==> src/lsu_pkg.sv <==
`default_nettype none

package lsu_pkg;

    // datapath widths
    localparam int data_width = 32;
    localparam int rd_width = 5;
    localparam int f3_width = 3;

    // byte address into the data ram, 4 KiB
    localparam int bus_width = 12;
    localparam int bytes_per_word = data_width / 8;
    localparam int ram_words = 2 ** (bus_width - 2);

    // control field layout
    // bit 1 is reserved and kept at zero
    localparam int ctl_width = 4;
    localparam int ctl_read = 3;
    localparam int ctl_write = 2;
    localparam int ctl_regwrite = 0;

    // access size, rv32 load/store funct3
    localparam logic [f3_width-1:0] f3_byte = 3'd0;
    localparam logic [f3_width-1:0] f3_half = 3'd1;
    localparam logic [f3_width-1:0] f3_word = 3'd2;
    localparam logic [f3_width-1:0] f3_byte_u = 3'd4;
    localparam logic [f3_width-1:0] f3_half_u = 3'd5;

endpackage

`default_nettype wire

==> src/ex_mem.sv <==
`default_nettype none

module ex_mem (
    input  wire logic                              clk,
    input  wire logic                              rst_n,
    input  wire logic                              flush_i,
    input  wire logic                              hold_i,
    input  wire logic                              mem_addr_ok_i,
    input  wire logic                              allow_in_wb_i,
    input  wire logic                              valid_ex_i,
    input  wire logic [lsu_pkg::data_width-1:0]    mem_address_i,
    input  wire logic [lsu_pkg::data_width-1:0]    mem_write_data_i,
    input  wire logic [lsu_pkg::ctl_width-1:0]     control_flow_ex_i,
    input  wire logic [lsu_pkg::rd_width-1:0]      rd_ex_i,
    input  wire logic [lsu_pkg::f3_width-1:0]      funct3_i,
    output logic                                   ram_req_o,
    output logic      [lsu_pkg::bus_width-1:0]     mem_address_o,
    output logic      [lsu_pkg::data_width-1:0]    mem_write_data_o,
    output logic                                   mem_read_o,
    output logic                                   mem_write_o,
    output logic                                   regwrite_o,
    output logic      [lsu_pkg::rd_width-1:0]      rd_mem_o,
    output logic      [lsu_pkg::f3_width-1:0]      funct3_o,
    output logic                                   valid_mem_o,
    output logic                                   ready_go_mem_o,
    output logic                                   allow_in_mem_o
);

    logic                           valid_q;
    logic [lsu_pkg::data_width-1:0] address_q;
    logic [lsu_pkg::data_width-1:0] wdata_q;
    logic [lsu_pkg::ctl_width-1:0]  control_q;
    logic [lsu_pkg::rd_width-1:0]   rd_q;
    logic [lsu_pkg::f3_width-1:0]   funct3_q;
    logic                           pipe_valid;
    logic                           hold_pipe;
    logic                           ram_req_type;

    // incoming item survives only if not flushed
    assign pipe_valid = valid_ex_i && !flush_i;
    assign hold_pipe = !allow_in_wb_i || hold_i;

    assign ram_req_type = mem_read_o || mem_write_o;
    assign ram_req_o = valid_q && ram_req_type && allow_in_wb_i && !hold_i;

    // memory ops go once the ram takes the request, others pass straight on
    assign ready_go_mem_o = (ram_req_o && mem_addr_ok_i) || !ram_req_type;

    // empty, or the current item leaves this cycle
    assign allow_in_mem_o = !valid_q || (ready_go_mem_o && !hold_pipe);

    always_ff @(posedge clk or negedge rst_n)
    begin
        if (!rst_n)
        begin
            valid_q <= 1'b0;
        end
        else if (allow_in_mem_o)
        begin
            valid_q <= pipe_valid;
        end
    end

    always_ff @(posedge clk)
    begin
        if (pipe_valid && allow_in_mem_o)
        begin
            address_q <= mem_address_i;
            wdata_q   <= mem_write_data_i;
            control_q <= control_flow_ex_i;
            rd_q      <= rd_ex_i;
            funct3_q  <= funct3_i;
        end
    end

    // ram only sees the low byte-address bits
    assign mem_address_o = address_q[lsu_pkg::bus_width-1:0];
    assign mem_write_data_o = wdata_q;
    assign rd_mem_o = rd_q;
    assign funct3_o = funct3_q;
    assign valid_mem_o = valid_q;

    // control qualified by valid so a stale field never fires
    assign mem_read_o = control_q[lsu_pkg::ctl_read] && valid_q;
    assign mem_write_o = control_q[lsu_pkg::ctl_write] && valid_q;
    assign regwrite_o = control_q[lsu_pkg::ctl_regwrite] && valid_q;

endmodule

`default_nettype wire

==> config.mk <==
export PLATFORM = sky130hd
export DESIGN_NAME = ex_mem
export DESIGN_NICKNAME = d
export VERILOG_FILES = /design/src/lsu_pkg.sv /design/src/ex_mem.sv
export SDC_FILE = /design/constraint.sdc
export NUM_CORES = 1
export LEC_CHECK = 0
export BUFFER_PORTS_ARGS = -buffer_cell sky130_fd_sc_hd__buf_2
export CORE_MARGIN = 3
export CORE_UTILIZATION = 30
export CTS_CLUSTER_DIAMETER = 120
export DETAILED_ROUTE_END_ITERATION = 8
export PLACE_DENSITY = 0.73
export SYNTH_ARGS = -nofsm -noshare
export SYNTH_HDL_FRONTEND = slang
export SYNTH_SLANG_ARGS = --single-unit
==> constraint.sdc <==
create_clock -name clk -period 10.2 [get_ports clk]
set_clock_uncertainty 0.05 [all_clocks]
set_input_delay 2.04 -clock clk [delete_from_list [all_inputs] [get_ports clk]]
set_output_delay 2.04 -clock clk [all_outputs]
set_load 0.005 [all_outputs]
==> run metrics <==
register area share after synthesis 94.2%; WP data arrival around 2.7 ns; Static Leak 1.09 nW; ANT nets after route 0; f_max roughly 0.21 GHz; Starting Density 31.7%; internal power 0.351 mW; Tot Pwr 0.433 mW; Pre-antenna DRT Iters 5; I/O pins 142; met2 GRT Util 17.3%; CP startpoint kind primary input; commonest non-fill, non-tap cell in the layout buf_2; maxcap violations 0; average wire per standard cell 13.7 um; WHS Endpoint valid_mem_o; buffers added on ports 120; CTS tree built; FF+latch count, synth 56; HP Start control_q[2]; R2R setup slack 7.69 ns; met1 Track Usage GR 13.7%; Flop pwr share 60.7%; GR Overflow Total 0; largest net degree at the start of global routing 35; post-synth cell types 14; YS warnings 0; Setup Viol. Count Final 0; Hold Path Class register to register; core area 5610 um2; RePlAce Congestion 0.782; WP data required 8.11 ns; Place WS around 5.4 ns; Register-to-Register Path Depth 3; power density cells 166 nW/um2; hold buffer count at CTS 0; Gate power share 6.6%; final period utilization 47.1%; outcome finished, final reports clean; Num Clock Sinks 56; Syn Inst Count 71; clk_lat worst skew 0.30 ns; all-layer global routing usage 11.3%; P_sw 0.0827 mW; actual slew at the worst max-slew pin 1.06 ns; global-route wire length before repair 5.88 mm; CTS max path bufs 2; most used routing layer met2; clock power share 32.7%; Max Transition Viols Final 0; setup ws final 5.40 ns; via count of the routed design ~1100; initial drt markers 57; GR Layer Usage met3 5.36%; RR Endpoint rd_mem_o[4]; Sum Neg Setup Slack 0 ns; CP Class primary input to output pin; die height slightly above 80 um; r2r startpoint control_q[2]; Fin. Hold Viols 0; Post-CTS Setup Repair Bufs 0; number of diodes 0; Syn Area/Cell 25.1 um2; CP Max Fanout 5; Mapped Nets 154; Routed WL 3.72 mm; vias in the first global route 1156; VDD IR max 0.0000635 V; post-CTS sizing 0; CTS buffer count 5; htree depth 2; Hold Path Depth 2; DRC viols 0; initial antenna violation count 0; # rows 27; Root Driver clkbuf_8; DR vias/cell between 4 and 5; DIE AREA 6890 um2; width of the die roughly 83 um; Cell Area, Synth approximately 1800 um2; Clock transition at path regs 0.09 ns; unrepaired setup endpoints after global routing no; Area growth, synth to finish 46.8%; most frequent cells in the layout buf_2, edfxtp_1, clkbuf_8; # nets final 282; Slew HR between 20% and 30%; layout cells sized above 1 67.0%; CP endpoint kind output pin; switch share roughly a fifth; min Tclk post-route 4.80 ns
==> cells in the mapped netlist <==
master    number  area share, %
and2b_4        1           0.56
inv_1          1           0.21
edfxtp_1      55             93
a221o_1        1           0.56
o21ai_0        1           0.28
or2_1          1           0.35
o22ai_1        1           0.35
nor2b_1        1           0.35
a22oi_1        1           0.42
and2_2         3            1.3
a221oi_1       1           0.49
nand2b_1       2           0.70
nor2_1         1           0.21
dfrtp_1        1            1.4
==> worst max-delay path by stage <==
stage / start / depth (start not counted) / endpoint / slack, ns
floorplan: hold_i / 2 / address_q[0] / 3.19
global placement: hold_i / 4 / allow_in_mem_o / 5.39
detailed placement: hold_i / 4 / allow_in_mem_o / 5.39
CTS: hold_i / 4 / allow_in_mem_o / 5.39
global route: hold_i / 4 / allow_in_mem_o / 5.31
finish: hold_i / 4 / allow_in_mem_o / 5.40
==> state kept, by name (all words and copies together) (netlist names) <==
name              count
address_q            12
valid_mem_o           1
mem_write_data_o     32
funct3_o              3
rd_mem_o              5
control_q             3
==> area by class of cell <==
| type | count | area [um2] |
|---|---|---|
| multi-input combinational | 14 | 116 |
| fill | 520 | 3000 |
| clock buffer | 5 | 68.8 |
| clock inverter | 3 | 47.5 |
| tap | 72 | 90.1 |
| timing repair buffer | 121 | 608 |
| sequential | 56 | 1680 |
| inverter | 1 | 3.75 |
==> cell families (layout without fill, tap and decap cells) <==
family	after synthesis	after routing	share of synthesized area, %
AOI/OAI and AO/OA	5	5	2.11
buffers and inverters	1	130	0.211
DFF	56	56	94.2
and+or+nand+nor	9	9	3.45
==> power by group through the flow <==
stage          Combinational (mW)  Sequential [mW]  Clock, mW
2_1_floorplan             0.00661            0.270          0
3_3_place_gp               0.0285            0.268          0
3_5_place_dp               0.0292            0.269          0
4_1_cts                    0.0294            0.263      0.147
5_1_grt                    0.0319            0.264      0.160
6_report                   0.0285            0.263      0.142
==> per-layer routing <==
layer  vias to the layer above  part of all wire [%]
met5                         -                     0
met4                         0                   1.1
met3                         2                    13
met2                        89                    46
met1                       512                    40
li1                        535                     -
==> critical path, cell delays in order <==
cell and delay [ns]:
buf_2 0.09, nand2b_1 0.23, a22oi_1 0.22, buf_2 0.14
==> metrics by stage <==
| step | area (um2) | std cells | utilization [%] | hold WS (ns) |
|---|---|---|---|---|
| after floorplan | 1780 | 71 | - | 0.559 |
| after global placement | 2490 | 264 | 44.5 | 0.654 |
| after detailed placement | 2490 | 264 | 44.5 | 0.652 |
| after CTS | 2610 | 272 | 46.6 | 0.676 |
| after global routing | 2610 | 272 | 46.6 | 0.726 |
| final | 2610 | 272 | 46.6 | 0.671 |
Note: power is estimated with default switching activity, not from simulation.
