--- src/lsu_pkg.sv ---
`default_nettype none

package lsu_pkg;

    // datapath widths
    localparam int data_width = 32;
    localparam int rd_width = 5;
    localparam int f3_width = 3;

    // byte address into the data ram, 4 KiB
    localparam int bus_width = 12;
    localparam int bytes_per_word = data_width / 8;
    localparam int ram_words = 2 ** (bus_width - 2);

    // control field layout
    // bit 1 is reserved and kept at zero
    localparam int ctl_width = 4;
    localparam int ctl_read = 3;
    localparam int ctl_write = 2;
    localparam int ctl_regwrite = 0;

    // access size, rv32 load/store funct3
    localparam logic [f3_width-1:0] f3_byte = 3'd0;
    localparam logic [f3_width-1:0] f3_half = 3'd1;
    localparam logic [f3_width-1:0] f3_word = 3'd2;
    localparam logic [f3_width-1:0] f3_byte_u = 3'd4;
    localparam logic [f3_width-1:0] f3_half_u = 3'd5;

endpackage

`default_nettype wire

--- src/ex_stage.sv ---
`default_nettype none

module ex_stage (
    input  wire logic                              clk,
    input  wire logic                              rst_n,
    input  wire logic                              issue_valid_i,
    input  wire logic                              issue_load_i,
    input  wire logic [lsu_pkg::data_width-1:0]    issue_base_i,
    input  wire logic [lsu_pkg::data_width-1:0]    issue_offset_i,
    input  wire logic [lsu_pkg::data_width-1:0]    issue_wdata_i,
    input  wire logic [lsu_pkg::rd_width-1:0]      issue_rd_i,
    input  wire logic [lsu_pkg::f3_width-1:0]      issue_funct3_i,
    input  wire logic                              allow_in_mem_i,
    output logic                                   issue_ready_o,
    output logic                                   valid_ex_o,
    output logic      [lsu_pkg::data_width-1:0]    mem_address_o,
    output logic      [lsu_pkg::data_width-1:0]    mem_wdata_o,
    output logic      [lsu_pkg::ctl_width-1:0]     control_o,
    output logic      [lsu_pkg::rd_width-1:0]      rd_o,
    output logic      [lsu_pkg::f3_width-1:0]      funct3_o
);

    logic                           valid_q;
    logic                           load_q;
    logic [lsu_pkg::data_width-1:0] base_q;
    logic [lsu_pkg::data_width-1:0] offset_q;
    logic [lsu_pkg::data_width-1:0] wdata_q;
    logic [lsu_pkg::rd_width-1:0]   rd_q;
    logic [lsu_pkg::f3_width-1:0]   funct3_q;

    // stage empties when ex_mem takes the item or the item is flushed
    assign issue_ready_o = !valid_q || allow_in_mem_i;

    always_ff @(posedge clk or negedge rst_n)
    begin
        if (!rst_n)
        begin
            valid_q <= 1'b0;
        end
        else if (issue_ready_o)
        begin
            valid_q <= issue_valid_i;
        end
    end

    always_ff @(posedge clk)
    begin
        if (issue_valid_i && issue_ready_o)
        begin
            load_q   <= issue_load_i;
            base_q   <= issue_base_i;
            offset_q <= issue_offset_i;
            wdata_q  <= issue_wdata_i;
            rd_q     <= issue_rd_i;
            funct3_q <= issue_funct3_i;
        end
    end

    // effective address
    assign mem_address_o = base_q + offset_q;

    always_comb
    begin
        control_o = '0;
        control_o[lsu_pkg::ctl_read] = load_q;
        control_o[lsu_pkg::ctl_write] = !load_q;
        control_o[lsu_pkg::ctl_regwrite] = load_q;
    end

    // copy narrow store data onto every lane, ram picks lanes by address
    always_comb
    begin
        case (funct3_q)
            lsu_pkg::f3_byte, lsu_pkg::f3_byte_u:
                mem_wdata_o = {lsu_pkg::bytes_per_word{wdata_q[7:0]}};
            lsu_pkg::f3_half, lsu_pkg::f3_half_u:
                mem_wdata_o = {(lsu_pkg::bytes_per_word / 2){wdata_q[15:0]}};
            default:
                mem_wdata_o = wdata_q;
        endcase
    end

    assign valid_ex_o = valid_q;
    assign rd_o = rd_q;
    assign funct3_o = funct3_q;

endmodule

`default_nettype wire

--- config.mk ---
export PLATFORM = sky130hd
export DESIGN_NAME = ex_stage
export DESIGN_NICKNAME = d
export VERILOG_FILES = /design/src/lsu_pkg.sv /design/src/ex_stage.sv
export SDC_FILE = /design/constraint.sdc
export NUM_CORES = 1
export LEC_CHECK = 0
export ABC_AREA = 1
export BUFFER_PORTS_ARGS = -buffer_cell sky130_fd_sc_hd__buf_4
export CORE_MARGIN = 3
export CORE_UTILIZATION = 52
export DETAILED_ROUTE_END_ITERATION = 12
export PLACE_DENSITY = 0.86
export SLEW_MARGIN = 20
export SYNTH_ARGS = -nofsm -noshare
export SYNTH_HDL_FRONTEND = slang
export SYNTH_SLANG_ARGS = --single-unit
--- constraint.sdc ---
create_clock -name clk -period 7.8 [get_ports clk]
set_clock_uncertainty 0.05 [all_clocks]
set_input_delay 0.78 -clock clk [delete_from_list [all_inputs] [get_ports clk]]
set_output_delay 0.78 -clock clk [all_outputs]
set_load 0.01 [all_outputs]
==> metrics, run 1 <==
outcome finished, final reports clean; clock network fraction of total power 0.305; critical path cell sequence ha_1 -> fa_1 -> nand3_1 -> nand3_1 -> nand2_1 -> nand2_2 -> nand2_1 -> nand2_2 -> nand2_1 -> nand2_1 -> nand2_1 -> nand2_1 -> buf_4; CP dominant cell by count nand2_1; most used routing layer met2; Fmax 304 MHz; Max VDD drop between 0.1 and 0.15 mV; Hold Crit Class input pin to asynchronous set/reset pin; Combinational Power Share 0.237; Fillers 869; Final Cycle Share 0.422; Mapped Nets between 800 and 900; Final #Nets just over 1000; unrepaired setup endpoints after global routing false; synth unique cells 25; fin cells 1021; Die W roughly 110 um; reg-to-reg endpoint wdata_q[6]$_DFFE_PP_; hold_ws between 0.1 and 0.15 ns; number of global-route vias before repair slightly above 5000; cell count after synthesis approximately 700; Area growth, synth to finish 30.3%; synthesized cell area 5930 sq um; Post-CTS Setup Bufs 0; M3 GR Usage 0.0668; total number of vias between 5000 and 6000; Initial DRT Pass Iterations 5; MaxCap Viol Count 0; pre-CTS setup slack between 4 and 5 ns; measured slew at the worst slew-check pin about 0.76 ns; share of cells above drive strength 1 0.238; grt ovf 0; initial antenna violation count 0; WP data required between 6 and 7 ns; final slew viol count 0; Post-DRT Antenna Nets 0; CTS H-tree depth 3; grt met1 use 0.257; Total Wirelength approximately 14 mm; via density per instance around 5.0; final setup violation count 0; CTS tree done; register area share after synthesis 0.536; Reg2Reg Depth 3; total negative setup slack 0 ns; Reg power frac 0.458; critical path class flop to output port; WL/cell around 14 um; crit-path max cell delay roughly 0.46 ns; Fin. Hold Viols 0; Critical Path End Type output port; Design Area, Final a little under 8000 sq um; CP max-delay cell fa_1; Yosys reg bits roughly 110; FF-to-FF setup slack ~5.5 ns; number of synthesis warnings 0; Starting Density 0.540; Total GRT Usage 0.227; Top Ports between 150 and 200; NetSw about 420 uW; clk_lat worst skew approximately 0.34 ns; footprint of the multi-input gates 2210 sq um; ant diodes 0; Syn Area/Cell 8.56 sq um; Root Buffer clkbuf_16; DP Wirelength 11.7 mm; Internal 1060 uW; CTS sink cnt approximately 110; area of the die approximately 13000 sq um; gpl congestion around 0.9; sw frac 0.287; Std-Cell Rows 38; placed cells roughly 1000; DRC viols 0; DP Area between 7000 and 8000 sq um; Reg-to-Reg Start valid_ex_o$_DFFE_PN0N_; Post-CTS Resized 0; Reg area 3180 sq um; critical path peak fanout 4; Critical Path AT around 2.5 ns; Max-Slew Margin vs Limit 0.491; initial drt markers 373; Pwr Density approximately 190 nW/um^2; post-layout min period approximately 3.3 ns; clk slew on worst S/H paths ~0.080 ns; Critical Path Start Type flop; Post-CTS Hold Buffers 0; CORE AREA approximately 11000 sq um; Die Span Y approximately 110 um; IO buf count between 150 and 200; CTS Buf Count 9; largest net degree at the start of global routing between 50 and 60; first-pass GRT wire length ~23 mm; met2 Resource Use GR 0.402; Bufs on Longest Clock Path 2; Setup WS post-layout ~4.5 ns; P_leak 0.00399 uW
[cells in the final DEF (no fill, tap or decap), drive strengths merged, types with 2 or more instances in the layout]
cell / count
nor3: 5
nor2: 41
o211ai: 5
ha: 31
a21oi: 21
o21bai: 2
nand3: 30
xnor2: 2
clkbuf: 10
xor2: 14
inv: 125
o21ai: 8
clkinv: 3
buf: 187
edfxtp: 105
nand4: 3
nand2: 284
[power groups by stage]
stage	combinational (uW)	sequential [uW]	clock [uW]
finish	350	678	451
detailed placement	350	691	0
floorplan	191	693	0
CTS	351	678	457
global placement	342	690	0
global route	390	681	480
[cell families (layout without fill, tap and decap cells)]
logic type	count (synthesis)	count (layout)	synth area share
other cells	1	1	0.000633
xor+xnor	16	16	0.0236
simple gates	364	364	0.243
flops	106	106	0.536
compound gates	37	37	0.0346
buf+inv	136	325	0.0933
fa+ha+maj	32	32	0.0688
[worst max-delay path by stage]
stage,startpoint,to,slack [ns],cells past startpoint
3_3_place_gp,base_q[0]$_DFFE_PP_,mem_address_o[28],5.07,13
2_1_floorplan,issue_valid_i,base_q[0]$_DFFE_PP_,1.26,2
6_report,base_q[0]$_DFFE_PP_,mem_address_o[28],4.51,13
3_5_place_dp,base_q[0]$_DFFE_PP_,mem_address_o[28],4.89,13
5_1_grt,base_q[0]$_DFFE_PP_,mem_address_o[20],4.32,13
4_1_cts,base_q[0]$_DFFE_PP_,mem_address_o[28],4.51,13
[synth_stat cells]
| library cell | count | area (sq um) |
|---|---|---|
| edfxtp_1 | 105 | 3150 |
| nand3_1 | 29 | 145 |
| a21o_1 | 1 | 7.51 |
| ha_1 | 31 | 388 |
| nor3_1 | 5 | 25.0 |
| o21ai_0 | 8 | 40.0 |
| fa_1 | 1 | 20.0 |
| clkbuf_1 | 2 | 7.51 |
| buf_4 | 11 | 82.6 |
| inv_1 | 121 | 454 |
| o211ai_1 | 5 | 37.5 |
| o21bai_1 | 2 | 15.0 |
| xnor2_1 | 2 | 17.5 |
| buf_2 | 1 | 5.00 |
| nand4_1 | 3 | 18.8 |
| dfrtp_1 | 1 | 25.0 |
| nor2_1 | 41 | 154 |
| or2_1 | 1 | 6.26 |
| a21oi_1 | 21 | 105 |
| nand3_2 | 1 | 10.0 |
| clkinv_1 | 1 | 3.75 |
| nand2_2 | 5 | 31.3 |
| xor2_1 | 14 | 123 |
| nand2_1 | 279 | 1050 |
| conb_1 | 1 | 3.75 |
[area by class of cell]
type                            count  area share
Inverter                          122      0.0593
Timing Repair Buffer              187       0.182
Clock inverter                      6     0.00762
Clock buffer                       10      0.0310
Sequential cell                   106       0.412
Multi-Input combinational cell    450       0.286
Tap cell                          140      0.0227
[worst max-delay path, delay by kind of cell, from the launching register on]
| family | cells | cell delay, ns |
|---|---|---|
| fa+ha+maj | 2 | 0.72 |
| flops | 1 | 0.39 |
| simple gates | 10 | 0.86 |
| buf+inv | 1 | 0.14 |
[flip-flops by register name (all words and copies together) (netlist names)]
register    cells
base_q         32
valid_ex_o      1
wdata_q        32
offset_q       32
load_q          1
funct3_o        3
rd_o            5
[metrics by stage]
step / power (uW) / util
after floorplan: 883 / -
final: 1480 / 0.703
after global routing: 1550 / 0.703
after global placement: 1030 / 0.676
after CTS: 1490 / 0.703
after detailed placement: 1040 / 0.676
[metal layers]
layer	up-vias	wire length, um
li1	2545	-
met1	2273	5200
met2	221	7200
met3	28	1520
met4	0	386
met5	-	0
No activity file was read; power rests on OpenSTA's default activity.
==> run 2, diff against run 1 <==
Settings changed: ABC_AREA 1 to 0, CORE_UTILIZATION 52 to 51.
Clock period 7.8 ns to 3.2 ns, I/O delays scaled along.
==> metrics, run 2 <==
Fmax 314 MHz; Worst Hold Path Cells 1; most frequent cells in the layout 199 x buf_4, 105 x edfxtp_1, 28 x nand2_1; synthesized cell area 5390 sq um; Design Area, Final about 7300 sq um; share of cells above drive strength 1 0.457; largest net degree at the start of global routing 48; WL/cell between 15 and 20 um; via density per instance ~5.4; Starting Density 0.537; Synth area leaders edfxtp_1 58%, ha_1 7.2%, mux2_2 3.3%; Critical Path AT between 2 and 3 ns; critical path peak fanout 5; total negative setup slack 0 ns; clk_lat worst skew ~0.38 ns; register area share after synthesis 0.589; CTS H-tree depth 3; placed cells 703; Max-Slew Margin vs Limit 0.499; area of the die ~12000 sq um; Hold Crit Class input pin to flop; P_leak around 0.0030 uW; WHS Endpoint wdata_q[9]$_DFFE_PP_; Yosys reg bits approximately 110; FF-to-FF setup slack ~1.3 ns; measured slew at the worst slew-check pin 0.749 ns; fin cells 730; total power 3430 uW; total number of vias 3976; critical path class flop to output port; final setup violation count 0; Pwr Density around 470 nW/um^2; Total Wirelength ~13 mm; area share of the largest cell type after synthesis 0.585; Area growth, synth to finish 35.4%; Die W roughly 110 um; commonest non-fill, non-tap cell in the layout buf_4; number of synthesis warnings 0; Bufs on Longest Clock Path 2; Reg-to-Reg Start valid_ex_o$_DFFE_PN0N_; CORE AREA about 10000 sq um; Final Cycle Share 0.996; count leader, synth edfxtp_1; Final Core Density 0.727; initial drt markers 143; Total GRT Usage 0.219; Std-Cell Rows 36; Critical Path End Type output port; MaxCap Viol Count 0; IO buf count between 150 and 200; initial antenna violation count 0; Root Buffer clkbuf_8; number of global-route vias before repair 4152; Post-synth top flop edfxtp_1; hold path start issue_wdata_i[9]; Post-DRT Antenna Nets 0; unrepaired setup endpoints after global routing true; Die Span Y 109 um; ant diodes 0; Mapped Nets 548; Initial DRT Pass Iterations 5; grt ovf 0; Reg2Reg Depth 3; cell count after synthesis 407; Fin. Hold Viols 0; clk slew on worst S/H paths ~0.11 ns; Final #Nets about 730; first-pass GRT wire length around 20 mm; CTS Buf Count 9; asr flop ratio synth 0.00943; Max VDD drop about 0.4 mV; CTS sink cnt roughly 110; outcome finished, final reports clean; WP data required 2.83 ns; CTS tree done; synth unique cells 54; Critical Path Start Type flop; Syn Area/Cell ~13 sq um; DRC viols 0; gpl congestion around 0.85; EDFF count, synth 105; final slew viol count 0; biggest regs base_q x32, offset_q x32, wdata_q x32; Top Ports 187; DP Wirelength around 9.9 mm; Commonest cells post-synth 105 x edfxtp_1, 31 x ha_1, 29 x nand2_1, 27 x a21oi_1, 19 x nor2_1; post-layout min period between 3 and 4 ns; area leader, netlist edfxtp_1; reg-to-reg endpoint offset_q[28]$_DFFE_PP_; DP Area 6840 sq um
## run 2: changes by cell type after synthesis, moves of 7 or more
cell,change
nand2_1,-250
inv_1,-116
nand3_1,-22
nor2_1,-22
mux2_2,+16
xnor2_1,+16
a21o_1,+12
clkbuf_1,+9
mux2i_1,+8
o21ai_0,+7
## run 2: what timing repair did
action,4_1_cts,5_1_grt
hold buffers,1,0
setup endpoints to repair,8,9
pin swaps,12,15
hold endpoints to repair,1,0
resized for setup,13,23
setup buffers,6,4
## run 2: cells by family after synthesis
| kind of cell | share of synthesized area |
|---|---|
| compound gates | 0.137 |
| xor+xnor | 0.0471 |
| fa+ha+maj | 0.0756 |
| buf+inv | 0.0302 |
| flops | 0.589 |
| mux | 0.0482 |
| other cells | 0.000695 |
| simple gates | 0.0724 |
## run 2: stage by stage
stage | setup WS, ns | hold WS, ns
detailed placement | 0.226 | 0.0475
floorplan | 0.525 | -0.0256
global placement | 0.279 | 0.0456
global route | -0.109 | 0.0155
CTS | -0.00244 | 0.0299
finish | 0.0123 | 0.0496
## run 2: power by group
group / internal, uW / total (uW) / switching [uW]
clock: 376 / 860 / 484
sequential: 1620 / 1650 / 31.6
combinational: 464 / 919 / 455
total: 2460 / 3430 / 971
## run 2: how the worst max path moves through the flow
stage                                      from                 to  slack, ns  cells after the start
after floorplan             base_q[0]$_DFFE_PP_  mem_address_o[30]       0.52                      9
after global placement      base_q[0]$_DFFE_PP_  mem_address_o[30]       0.28                     10
after detailed placement    base_q[0]$_DFFE_PP_  mem_address_o[30]       0.23                     10
after CTS                 offset_q[9]$_DFFE_PP_  mem_address_o[17]     -0.002                      9
after global routing        base_q[9]$_DFFE_PP_  mem_address_o[17]      -0.11                      9
final                       base_q[9]$_DFFE_PP_  mem_address_o[17]       0.01                      9
## run 2: routing by layer
layer / GRT usage / wire length [um] / vias up
li1: - / - / 1906
met1: 0.235 / 4750 / 1843
met2: 0.380 / 6520 / 196
met3: 0.108 / 1410 / 31
met4: 0.0703 / 292 / 0
met5: 0 / 0 / -
## run 2: cell type report
| class | count | area, sq um |
|---|---|---|
| fillers | 660 | 2740 |
| clock inverters | 7 | 80.1 |
| clock buffers | 9 | 124 |
| inverters | 5 | 18.8 |
| multi-input cells | 270 | 2230 |
| repair buffers | 200 | 1500 |
| flip-flops and latches | 106 | 3180 |
| well taps | 133 | 166 |
## run 2: worst max-delay path, cell delays in order, from the launching register on
cell       delay [ns]
edfxtp_1         0.45
ha_4             0.30
a21oi_4          0.14
nand2_2          0.06
a221o_1          0.38
a41o_4           0.29
a2111oi_4        0.31
nor3_2           0.08
xor2_1           0.25
buf_4            0.18
==> run 3, diff against run 2 <==
Settings changed: CORE_UTILIZATION 51 to 52, CTS_BUF_LIST set to sky130_fd_sc_hd__clkbuf_4, PLACE_DENSITY 0.86 to 0.88.
==> metrics, run 3 (same netlist as run 2, synthesis figures left out) <==
largest net degree at the start of global routing 64; Reg-to-Reg Start valid_ex_o$_DFFE_PN0N_; NetSw 1010 uW; initial antenna violation count 0; final slew viol count 0; Top Ports between 150 and 200; clk_lat worst skew ~0.48 ns; Bufs on Longest Clock Path 2; commonest non-fill, non-tap cell in the layout buf_4; area of the die 11600 sq um; MaxCap Viol Count 0; post-layout min period ~3.3 ns; critical path cell sequence ha_2 -> fa_2 -> a21oi_4 -> nor3b_2 -> o21a_1 -> a211o_4 -> a41oi_4 -> o31ai_2 -> xor2_1 -> buf_4; total negative setup slack -0.0722 ns; IO buf count roughly 190; WP data required 2.83 ns; DP Wirelength 9.84 mm; Critical Path Start Type flop; Die W between 100 and 150 um; share of cells above drive strength 1 0.403; Post-DRT Antenna Nets 0; DRT met1 WL between 6 and 7 mm; Hold Crit Class input pin to asynchronous set/reset pin; CTS sink cnt about 110; CTS H-tree depth 3; Crit. Startpoint offset_q[0]$_DFFE_PP_; gpl congestion between 0.8 and 0.9; CTS tree done; CTS Buf Count 9; CORE AREA between 9000 and 10000 sq um; DRC viols 0; WL/cell 19.8 um; Total Wirelength about 17 mm; Final Core Density 0.851; DP Area approximately 6800 sq um; biggest regs base_q x32, offset_q x32, wdata_q x32; via density per instance ~5.5; clock network fraction of total power 0.207; Reg power frac 0.480; met2 WL around 8.6 mm; measured slew at the worst slew-check pin ~0.77 ns; total number of vias 4620; Max-Slew Margin vs Limit 0.483; Fmax around 310 MHz; clk slew on worst S/H paths about 0.15 ns; critical path class flop to output port; Final Cycle Share 1.02; Max VDD drop between 0.3 and 0.4 mV; P_leak about 0.0034 uW; CP delay by family, top compound AO/OA/AOI/OAI gates; Setup WS post-layout -0.0722 ns; violated checks setup timing; Total GRT Usage 0.283; final setup violation count 1; CP Depth 10; Reg2Reg Depth 3; Area growth, synth to finish 56.4%; Std-Cell Rows 36; unrepaired setup endpoints after global routing true; first-pass GRT wire length approximately 25 mm; Root Buffer clkbuf_4; Critical Path AT about 2.9 ns; number of global-route vias before repair 4933; Combinational Power Share 0.313; top sig layer met4; Final #Nets 841; initial drt markers 211; hold_ws around 0.080 ns; most frequent cells in the layout 199 x buf_4, 107 x dlygate4sd3_1, 105 x edfxtp_1; Fin. Hold Viols 0; Die Span Y around 110 um; grt ovf 0; critical path peak fanout 4; crit-path max cell delay approximately 0.41 ns; Pwr Density around 410 nW/um^2; Routed met3 length roughly 1.4 mm; Critical Path End Type output port; Starting Density 0.544; Initial DRT Pass Iterations 6; CP max-delay cell edfxtp_1; Design Area, Final 8440 sq um; outcome complete, but fails checks; Critical path buffers and inverters 1; Internal ~2500 uW; sw frac 0.291; ant diodes 0
run 3: layout make-up:
class,count,area (sq um)
clock inverters,5,60.1
clock buffers,11,82.6
repair buffers,308,2600
inverters,5,18.8
multi-input cells,270,2330
flip-flops and latches,106,3180
fillers,474,1470
well taps,133,166
run 3: per-layer routing:
metal  up-vias  track usage
met5         -            0
met4         0        0.102
met3        44       0.0846
met2       248        0.502
met1      2203        0.323
li1       2125            -
run 3: what timing repair did:
item                                    CTS  global route
hold buffers                            107             0
pin swaps                                19            10
setup buffers                             7             6
cloned                                    0             0
resized for setup                        26            26
endpoints found under the hold margin   107             0
endpoints found under the setup margin   15            14
run 3: final timing paths:
kind,endpoint,slack (ns)
setup / recovery,mem_address_o[30],-0.07
hold / removal,valid_ex_o$_DFFE_PN0N_,0.08
setup reg to reg,offset_q[25]$_DFFE_PP_,1.29
hold reg to reg,valid_ex_o$_DFFE_PN0N_,0.59
max in group asynchronous,valid_ex_o$_DFFE_PN0N_,2.94
min in group clk,valid_ex_o$_DFFE_PN0N_,0.10
run 3: worst reg2reg max path, stage by stage (launching register included):
cell and delay (ns):
dfrtp_1 0.44, nand2b_1 0.14, and2_4 0.54, buf_12 0.40
run 3: metrics by stage:
step                std cells  power, uW  setup slack, ns
global route              838       3590           -0.176
detailed placement        702       2540            0.234
floorplan                 407       2140            0.525
global placement          702       2520            0.288
finish                    838       3460          -0.0722
CTS                       832       3380          -0.0445
run 3: power groups by stage:
stage / clock (uW) / combinational (uW) / sequential, uW
after floorplan: 0 / 467 / 1680
after global routing: 769 / 1150 / 1670
final: 716 / 1080 / 1660
after global placement: 0 / 842 / 1680
after detailed placement: 0 / 856 / 1680
after CTS: 719 / 1000 / 1650
